$ cat config.mk
export PLATFORM = sky130hd
export DESIGN_NAME = pit_top
export DESIGN_NICKNAME = d
export VERILOG_FILES = /design/src/pit_pkg.sv /design/src/pit_top.sv /design/src/pit_channel.sv /design/src/pit_read_latch.sv /design/src/pit_out_ctrl.sv /design/src/pit_down_counter.sv /design/src/pit_count_load.sv /design/src/pit_bus_decode.sv
export SDC_FILE = /design/constraint.sdc
export NUM_CORES = 1
export LEC_CHECK = 0
export BUFFER_PORTS_ARGS = -buffer_cell sky130_fd_sc_hd__buf_2
export CAP_MARGIN = 20
export CORE_ASPECT_RATIO = 0.7
export CORE_MARGIN = 4
export CORE_UTILIZATION = 30
export DETAILED_ROUTE_END_ITERATION = 16
export PLACE_DENSITY_LB_ADDON = 0.2
export SYNTH_ARGS = -nofsm -noshare
export SYNTH_HDL_FRONTEND = slang
export SYNTH_HIERARCHICAL = 1
export SYNTH_SLANG_ARGS = --single-unit
$ cat constraint.sdc
create_clock -name WR_ -period 4.3 [get_ports WR_]
set_input_delay 0.86 -clock WR_ [delete_from_list [all_inputs] [get_ports WR_]]
set_output_delay 0.86 -clock WR_ [all_outputs]
set_load 0.005 [all_outputs]
$ cat src/pit_pkg.sv
// Shared types for the interval timer: byte and count widths, control word, channel command, enums
package pit_pkg;

  // One data bus byte
  typedef logic [7:0] pit_byte_t;

  // Counter value
  typedef logic [15:0] pit_count_t;

  // Read/write field of the control word
  typedef enum logic [1:0] {
    rw_latch   = 2'b00,
    rw_lsb     = 2'b01,
    rw_msb     = 2'b10,
    rw_lsb_msb = 2'b11
  } pit_rw_e;

  // Supported counting modes, encoded as in control word bits 3:1
  typedef enum logic [2:0] {
    mode0 = 3'd0,
    mode2 = 3'd2,
    mode3 = 3'd3,
    mode4 = 3'd4
  } pit_mode_e;

  // Control word as written to address 3
  typedef struct packed {
    logic [1:0] sel;
    pit_rw_e    rw;
    pit_mode_e  mode;
    logic       bcd;
  } pit_ctrl_t;

  // Per-channel command from the bus decoder
  typedef struct packed {
    logic      ctrl_wr;
    logic      latch_cmd;
    logic      count_wr;
    logic      rd;
    pit_ctrl_t ctrl;
    pit_byte_t data;
  } pit_cmd_t;

  // Byte order flip-flop for two-byte transfers
  typedef enum logic {
    byte_lsb = 1'b0,
    byte_msb = 1'b1
  } pit_byte_sel_e;

endpackage
$ cat src/pit_top.sv
// Timer top level: bus decoder, three channels and the registered read data mux
module pit_top
  import pit_pkg::*;
(
  input  logic       WR_,
  input  logic       LOAD,
  input  logic       cs,
  input  logic       wr,
  input  logic       rd,
  input  logic [1:0] addr,
  input  pit_byte_t  din,
  input  logic [2:0] cnt_tick,
  input  logic [2:0] gate,
  output pit_byte_t  dout,
  output logic [2:0] out
);

  pit_cmd_t  cmd [3];
  pit_byte_t rd_byte [3];

  pit_bus_decode u_bus_decode (
    .WR_  (WR_),
    .LOAD (LOAD),
    .cs   (cs),
    .wr   (wr),
    .rd   (rd),
    .addr (addr),
    .din  (din),
    .cmd0 (cmd[0]),
    .cmd1 (cmd[1]),
    .cmd2 (cmd[2])
  );

  for (genvar i = 0; i < 3; i++) begin : g_chan
    pit_channel u_channel (
      .WR_      (WR_),
      .LOAD     (LOAD),
      .cmd      (cmd[i]),
      .cnt_tick (cnt_tick[i]),
      .gate     (gate[i]),
      .out      (out[i]),
      .rd_byte  (rd_byte[i])
    );
  end

  // Read data captured at the end of the read cycle and held
  always_ff @(posedge WR_ or posedge LOAD) begin
    if (LOAD) begin
      dout <= '0;
    end else if (cs && rd) begin
      case (addr)
        2'd0:    dout <= rd_byte[0];
        2'd1:    dout <= rd_byte[1];
        2'd2:    dout <= rd_byte[2];
        default: dout <= dout;
      endcase
    end
  end

endmodule

$ cat src/pit_channel.sv
// One timer channel: count load, down counter, output control and read latch
module pit_channel
  import pit_pkg::*;
(
  input  logic      WR_,
  input  logic      LOAD,
  input  pit_cmd_t  cmd,
  input  logic      cnt_tick,
  input  logic      gate,
  output logic      out,
  output pit_byte_t rd_byte
);

  pit_mode_e  mode;
  pit_rw_e    rw;
  pit_count_t count_val;
  pit_count_t count;
  logic       count_ready;
  logic       programmed;
  logic       tc_pulse;
  logic       reload_pulse;

  pit_count_load u_count_load (
    .WR_         (WR_),
    .LOAD        (LOAD),
    .cmd         (cmd),
    .mode        (mode),
    .rw          (rw),
    .count_val   (count_val),
    .count_ready (count_ready),
    .programmed  (programmed)
  );

  pit_down_counter u_down_counter (
    .WR_          (WR_),
    .LOAD         (LOAD),
    .cnt_tick     (cnt_tick),
    .gate         (gate),
    .mode         (mode),
    .count_val    (count_val),
    .count_ready  (count_ready),
    .programmed   (programmed),
    .count        (count),
    .tc_pulse     (tc_pulse),
    .reload_pulse (reload_pulse)
  );

  pit_out_ctrl u_out_ctrl (
    .WR_          (WR_),
    .LOAD         (LOAD),
    .mode         (mode),
    .ctrl_wr      (cmd.ctrl_wr),
    .tc_pulse     (tc_pulse),
    .reload_pulse (reload_pulse),
    .out          (out)
  );

  pit_read_latch u_read_latch (
    .WR_     (WR_),
    .LOAD    (LOAD),
    .cmd     (cmd),
    .rw      (rw),
    .count   (count),
    .rd_byte (rd_byte)
  );

endmodule

$ cat src/pit_read_latch.sv
// Counter latch command and read byte sequencing for one channel
module pit_read_latch
  import pit_pkg::*;
(
  input  logic       WR_,
  input  logic       LOAD,
  input  pit_cmd_t   cmd,
  input  pit_rw_e    rw,
  input  pit_count_t count,
  output pit_byte_t  rd_byte
);

  pit_byte_sel_e rd_sel;
  logic          latched;
  logic          read_done;
  pit_count_t    latch_val;
  pit_count_t    src;

  assign src       = latched ? latch_val : count;
  assign read_done = cmd.rd && ((rw != rw_lsb_msb) || (rd_sel == byte_msb));

  always_comb begin
    case (rw)
      rw_lsb:     rd_byte = src[7:0];
      rw_msb:     rd_byte = src[15:8];
      rw_lsb_msb: rd_byte = (rd_sel == byte_lsb) ? src[7:0] : src[15:8];
      default:    rd_byte = 8'h00;
    endcase
  end

  always_ff @(posedge WR_ or posedge LOAD) begin
    if (LOAD) begin
      latched <= 1'b0;
      rd_sel  <= byte_lsb;
    end else if (cmd.ctrl_wr) begin
      latched <= 1'b0;
      rd_sel  <= byte_lsb;
    end else begin
      // Held until the last byte of the latched value is read
      if (cmd.latch_cmd) begin
        latched <= 1'b1;
      end else if (read_done) begin
        latched <= 1'b0;
      end
      if (cmd.rd && (rw == rw_lsb_msb)) begin
        rd_sel <= (rd_sel == byte_lsb) ? byte_msb : byte_lsb;
      end
    end
  end

  // Repeated latch commands keep the first snapshot
  always_ff @(posedge WR_) begin
    if (cmd.latch_cmd && !latched) begin
      latch_val <= count;
    end
  end

endmodule

$ cat src/pit_out_ctrl.sv
// Channel output waveform generator for modes 0, 2, 3 and 4
module pit_out_ctrl
  import pit_pkg::*;
(
  input  logic      WR_,
  input  logic      LOAD,
  input  pit_mode_e mode,
  input  logic      ctrl_wr,
  input  logic      tc_pulse,
  input  logic      reload_pulse,
  output logic      out
);

  // New mode is visible one edge after the control write
  logic init_pend;

  always_ff @(posedge WR_ or posedge LOAD) begin
    if (LOAD) begin
      init_pend <= 1'b0;
    end else begin
      init_pend <= ctrl_wr;
    end
  end

  always_ff @(posedge WR_ or posedge LOAD) begin
    if (LOAD) begin
      out <= 1'b0;
    end else if (init_pend) begin
      // Low in mode 0, high in every other mode
      out <= (mode != mode0);
    end else begin
      case (mode)
        mode0: begin
          if (tc_pulse) begin
            out <= 1'b1;
          end
        end
        mode3: begin
          // Reload coincides with terminal count here
          if (tc_pulse) begin
            out <= ~out;
          end
        end
        mode2, mode4: begin
          if (tc_pulse) begin
            out <= 1'b0;
          end else if (reload_pulse) begin
            out <= 1'b1;
          end
        end
        default: out <= out;
      endcase
    end
  end

endmodule

$ cat src/pit_down_counter.sv
// Channel down counter with deferred load, per-mode step size and reload
module pit_down_counter
  import pit_pkg::*;
(
  input  logic       WR_,
  input  logic       LOAD,
  input  logic       cnt_tick,
  input  logic       gate,
  input  pit_mode_e  mode,
  input  pit_count_t count_val,
  input  logic       count_ready,
  input  logic       programmed,
  output pit_count_t count,
  output logic       tc_pulse,
  output logic       reload_pulse
);

  logic       pending;
  logic       armed;
  logic       strobe_low;
  logic       half_hi;
  logic       load_tick;
  logic       cnt_en;
  pit_count_t step;

  // Load tick ignores gate, count ticks need it
  assign load_tick = cnt_tick && programmed && pending;
  assign cnt_en    = cnt_tick && gate && programmed && !pending;

  // Odd mode 3 counts take one odd step so each half ends on zero
  always_comb begin
    step = 16'd1;
    if (mode == mode3) begin
      if (!count[0]) begin
        step = 16'd2;
      end else if (half_hi) begin
        step = 16'd1;
      end else begin
        step = 16'd3;
      end
    end
  end

  // Count events seen by the output block on the tick that causes them
  always_comb begin
    tc_pulse     = 1'b0;
    reload_pulse = 1'b0;
    case (mode)
      mode0: tc_pulse = cnt_en && armed && (count == 16'd1);
      mode2: begin
        tc_pulse     = cnt_en && (count == 16'd2);
        reload_pulse = cnt_en && (count == 16'd1);
      end
      mode3: begin
        tc_pulse     = cnt_en && (count == step);
        reload_pulse = cnt_en && (count == step);
      end
      mode4: begin
        tc_pulse     = cnt_en && armed && (count == 16'd1);
        // End of the strobe, count wraps and is not reloaded
        reload_pulse = cnt_en && strobe_low;
      end
      default: tc_pulse = 1'b0;
    endcase
  end

  always_ff @(posedge WR_ or posedge LOAD) begin
    if (LOAD) begin
      count      <= '0;
      pending    <= 1'b0;
      armed      <= 1'b0;
      strobe_low <= 1'b0;
      half_hi    <= 1'b1;
    end else begin
      if (count_ready) begin
        pending <= 1'b1;
      end else if (!programmed || load_tick) begin
        pending <= 1'b0;
      end
      if (load_tick) begin
        count      <= count_val;
        armed      <= 1'b1;
        strobe_low <= 1'b0;
        half_hi    <= 1'b1;
      end else if (cnt_en) begin
        if (reload_pulse && (mode != mode4)) begin
          count <= count_val;
        end else begin
          count <= count - step;
        end
        if (tc_pulse) begin
          armed <= 1'b0;
        end
        strobe_low <= tc_pulse && (mode == mode4);
        if ((mode == mode3) && reload_pulse) begin
          half_hi <= ~half_hi;
        end
      end
    end
  end

  // Loaded counts of 2 or more keep mode 3 from stepping below zero
  a_mode3_no_underflow: assert property (
    @(posedge WR_) disable iff (LOAD) (cnt_en && (mode == mode3)) |-> (count >= step)
  );

endmodule

$ cat src/pit_count_load.sv
// Per-channel mode register, count register and write byte-order flip-flop
module pit_count_load
  import pit_pkg::*;
(
  input  logic       WR_,
  input  logic       LOAD,
  input  pit_cmd_t   cmd,
  output pit_mode_e  mode,
  output pit_rw_e    rw,
  output pit_count_t count_val,
  output logic       count_ready,
  output logic       programmed
);

  pit_byte_sel_e wr_sel;
  logic          last_byte;

  // Final byte of the count for the stored byte order
  assign last_byte = cmd.count_wr && (rw != rw_latch) &&
                     ((rw != rw_lsb_msb) || (wr_sel == byte_msb));

  always_ff @(posedge WR_ or posedge LOAD) begin
    if (LOAD) begin
      mode        <= mode0;
      rw          <= rw_latch;
      wr_sel      <= byte_lsb;
      count_ready <= 1'b0;
      programmed  <= 1'b0;
    end else begin
      count_ready <= last_byte;
      if (cmd.ctrl_wr) begin
        // Unsupported modes fall back to mode 0
        case (cmd.ctrl.mode)
          mode2, mode3, mode4: mode <= cmd.ctrl.mode;
          default:             mode <= mode0;
        endcase
        rw         <= cmd.ctrl.rw;
        wr_sel     <= byte_lsb;
        programmed <= 1'b0;
      end else begin
        if (cmd.count_wr && (rw == rw_lsb_msb)) begin
          wr_sel <= (wr_sel == byte_lsb) ? byte_msb : byte_lsb;
        end
        if (last_byte) begin
          programmed <= 1'b1;
        end
      end
    end
  end

  // Count bytes assembled per byte order
  always_ff @(posedge WR_) begin
    if (cmd.count_wr) begin
      case (rw)
        rw_lsb: count_val <= {8'h00, cmd.data};
        rw_msb: count_val <= {cmd.data, 8'h00};
        rw_lsb_msb: begin
          if (wr_sel == byte_lsb) begin
            count_val[7:0] <= cmd.data;
          end else begin
            count_val[15:8] <= cmd.data;
          end
        end
        default: count_val <= count_val;
      endcase
    end
  end

endmodule

$ cat src/pit_bus_decode.sv
// Bus decoder turning cs/wr/rd cycles into per-channel command structs
module pit_bus_decode
  import pit_pkg::*;
(
  input  logic       WR_,
  input  logic       LOAD,
  input  logic       cs,
  input  logic       wr,
  input  logic       rd,
  input  logic [1:0] addr,
  input  pit_byte_t  din,
  output pit_cmd_t   cmd0,
  output pit_cmd_t   cmd1,
  output pit_cmd_t   cmd2
);

  pit_ctrl_t ctrl_word;
  logic      wr_cyc;
  logic      rd_cyc;
  logic      ctrl_cyc;
  pit_cmd_t  cmd [3];

  assign ctrl_word = pit_ctrl_t'(din);
  assign wr_cyc    = cs && wr;
  assign rd_cyc    = cs && rd;
  assign ctrl_cyc  = wr_cyc && (addr == 2'd3);

  // Select field 3 matches no channel, so that word is dropped
  always_comb begin
    for (int i = 0; i < 3; i++) begin
      cmd[i].ctrl_wr   = ctrl_cyc && (ctrl_word.sel == 2'(i)) &&
                         (ctrl_word.rw != rw_latch);
      cmd[i].latch_cmd = ctrl_cyc && (ctrl_word.sel == 2'(i)) &&
                         (ctrl_word.rw == rw_latch);
      cmd[i].count_wr  = wr_cyc && (addr == 2'(i));
      cmd[i].rd        = rd_cyc && (addr == 2'(i));
      cmd[i].ctrl      = ctrl_word;
      cmd[i].data      = din;
    end
  end

  assign cmd0 = cmd[0];
  assign cmd1 = cmd[1];
  assign cmd2 = cmd[2];

  // A bus cycle is either a write or a read
  a_no_wr_rd_overlap: assert property (
    @(posedge WR_) disable iff (LOAD) !(cs && wr && rd)
  );

endmodule

==> impl_summary.txt <==
----------------------------------------------------
[Status]
  Run status ... complete, no violations

[Global route]
  Pin count of the biggest net entering global routing ... 25
  Total grt overflow ... 0
  Number of antenna violations at the first check in global routing ... 0
  Wire length of the first global-routing pass ... around 47,000 um
  GRT Total Usage ... about 15%
  Vias in the first global route ... around 7,600

[Clock network]
  Clock tree from TritonCTS ... yes
  Maximum buffer depth of the clock tree ... 2
  H-Tree Depth ... 4
  Clock insertion delay at the later pin of the skew report ... between 0.4 and 0.5 ns
  Resize count post-CTS ... 0
  Number of buffers inserted by hold repair at cts ... 0
  CTS Buf Count ... 17
  Buffer count from post-CTS setup fixing ... 0
  Root Buffer Master ... sky130_fd_sc_hd__clkbuf_16
  Clock transition time at the flip-flop clock pins of the worst setup and hold paths ... roughly 0.08 ns
  Number of clock sinks ... 200

[Worst setup path]
  Data required, critical path ... between 4 and 5 ns
  Startpoint type of the worst setup path ... flop
  Reg2reg path depth ... 7
  Setup slack, reg-to-reg ... ~1.2 ns
  Largest fanout of any net on the critical path ... 13
  Worst setup path class ... flop to flop
  Kind of end point of the critical path ... flop
  Worst path arrival time ... around 3.4 ns

[Layout]
  Fillcell total ... roughly 3,700
  Total area of multi-input combinational cells ... roughly 5000 sq um
  Antenna diode count ... 0
  Final cell utilization of the core ... 33.1%
  Area taken by flip-flops and latches ... approximately 5500 sq um
  Fraction of layout cells with a size suffix above 1 ... roughly 17%
  Nets ... about 1,000
  Post-route design area ... around 12,000 sq um
  Layout Cells excl Fill ... 1,486
  Area growth from synthesis to layout ... 8.74%

[Floorplanning]
  CORE AREA ... about 37,000 sq um
  Top-Level Pins ... 32
  Initial core utilization ... 30.4%
  Overall die area ... about 41,000 sq um
  Row Count ... between 50 and 60
  Die Width ... 240 um
  Die height ... approximately 170 um

[Power]
  Static Leakage ... around 4.6 nW
  Cell-internal power ... between 3 and 4 mW
  VDD IR-drop max ... around 0.00026 V
  Share of power burned in combinational logic ... a little over a quarter
  Sw Ratio ... between 30% and 40%
  Power density normalized to cell area ... roughly 510 nW/um^2
  Seq pwr share ... between 40% and 50%
  Net switching power ... ~2.2 mW
  Share of power burned in the clock network ... 27.7%

[Synthesis]
  Syn Std Cell Area ... 11,300 sq um
  Count of mapped cells out of synthesis ... approximately 1,000
  Average footprint of a synthesized cell ... about 11 sq um
  Number of warnings issued by yosys ... 6
  Post-Synthesis Net Count ... between 1,000 and 1,500

[Placed design]
  Final weighted congestion of routability-driven global placement ... about 0.77
  Number of placed instances with taps included ... roughly 1,500
  Post-DP HPWL ... 21,400 um
  Port Buffer Count ... 31
  Placed standard-cell area ... about 12,000 sq um

[STA]
  Share of the clock period used by the worst path after layout ... 71.8%
  Final sum of negative setup slack ... 0 ns
  Final Hold Violating Endpoints ... 0
  Headroom to the max-slew limit ... a little under two fifths
  # setup viols final ... 0
  Post-route minimum period ... 3.09 ns
  Worst-case clock skew ... about 0.013 ns
  Slew at the pin closest to its max-slew limit ... approximately 0.93 ns
  Number of max-slew violations in the final report ... 0
  Setup repair after global routing missed its margin ... no
  Achievable clock frequency ... roughly 320 MHz

[Detailed routing]
  Iter 0 DRT Violations ... 585
  Wire length per cell after detailed routing ... roughly 20 um
  Vias per Instance ... 5.29
  Number of DRC violations after detailed routing ... 0
  First drt pass iteration count ... 5
  Total wire length ... around 30,000 um
  Residual antenna-violating net count after detailed routing ... 0
  Vias post-DR ... approximately 7,900

[Worst hold path]
  Worst hold path depth ... 1
  Hold Crit Class ... flop to flop

[Run]
  MaxCap Viol Count ... 0

----------------------------------------------------
## worst paths after layout
| path | start | end |
|---|---|---|
| max | g_chan[2].u_channel/u_count_load/mode[0] | g_chan[2].u_channel/u_down_counter/count[15] |
| min | g_chan[1].u_channel/u_count_load/count_val[15] | g_chan[1].u_channel/u_down_counter/count[15] |
| max reg2reg | g_chan[2].u_channel/u_count_load/mode[0] | g_chan[2].u_channel/u_down_counter/count[15] |
| min reg2reg | g_chan[1].u_channel/u_count_load/count_val[15] | g_chan[1].u_channel/u_down_counter/count[15] |
| max in group asynchronous | LOAD | g_chan[2].u_channel/u_down_counter/count[15] |
| min in group asynchronous | LOAD | g_chan[1].u_channel/u_read_latch/rd_sel |
## per-layer routing
layer / vias to the layer above / GRT usage (%) / routed length, um
li1: 3688 / - / -
met1: 3975 / 24.5 / 16400
met2: 170 / 20.6 / 12200
met3: 22 / 2.77 / 1250
met4: 0 / 3.08 / 266
met5: - / 0 / 0
## state kept, by name (all words and copies together) (netlist names), 6 cells and up
signal / flops
g_chan.u_channel/u_down_counter/count: 48
g_chan.u_channel/u_read_latch/latch_val: 48
dout: 8
g_chan.u_channel/u_count_load/count_val: 48
g_chan.u_channel/u_count_load/mode: 9
g_chan.u_channel/u_count_load/rw: 6
## placed cells by master (no fill, tap or decap), types with 29 or more instances in the layout
cell type and n:
sky130_fd_sc_hd__inv_1 53, sky130_fd_sc_hd__nor2b_1 39, sky130_fd_sc_hd__a21oi_1 35, sky130_fd_sc_hd__and2_1 51
sky130_fd_sc_hd__nor2_1 57, sky130_fd_sc_hd__edfxtp_1 96, sky130_fd_sc_hd__nand2_1 57, sky130_fd_sc_hd__buf_2 31
sky130_fd_sc_hd__dfrtp_1 101, sky130_fd_sc_hd__nor3_1 29
## metrics by stage
stage | worst slack [ns] | hold WS (ns) | power [mW]
after CTS | 0.877 | 0.473 | 6.26
final | 1.21 | 0.468 | 6.23
after global routing | 1.02 | 0.489 | 6.59
after detailed placement | 0.882 | 0.460 | 4.52
after floorplan | 1.23 | 0.417 | 4.00
after global placement | 0.981 | 0.446 | 4.49
## power by group through the flow
stage	Clock, mW	Combinational [mW]	Sequential [mW]
after global placement	0	1.60	2.89
after global routing	1.86	1.80	2.93
after floorplan	0	1.31	2.69
after detailed placement	0	1.62	2.90
final	1.72	1.64	2.86
after CTS	1.77	1.63	2.86
## layout make-up
class	count	area share, %
clock buffer	18	3.57
sequential	200	44.6
timing repair buffer	45	2.10
tap	488	4.96
multi-input combinational	668	41.6
clock inverter	14	1.49
inverter	53	1.62
## worst max-delay path, stage by stage, from the launching register on
cell                       delay (ns)
sky130_fd_sc_hd__dfrtp_1         0.63
sky130_fd_sc_hd__nand3b_1        0.19
sky130_fd_sc_hd__a21o_1          0.22
sky130_fd_sc_hd__ha_1            0.31
sky130_fd_sc_hd__a21oi_1         0.36
sky130_fd_sc_hd__nor4b_4         0.15
sky130_fd_sc_hd__nor2_1          0.69
sky130_fd_sc_hd__mux2_2          0.42
Note: power is estimated with default switching activity, not from simulation.
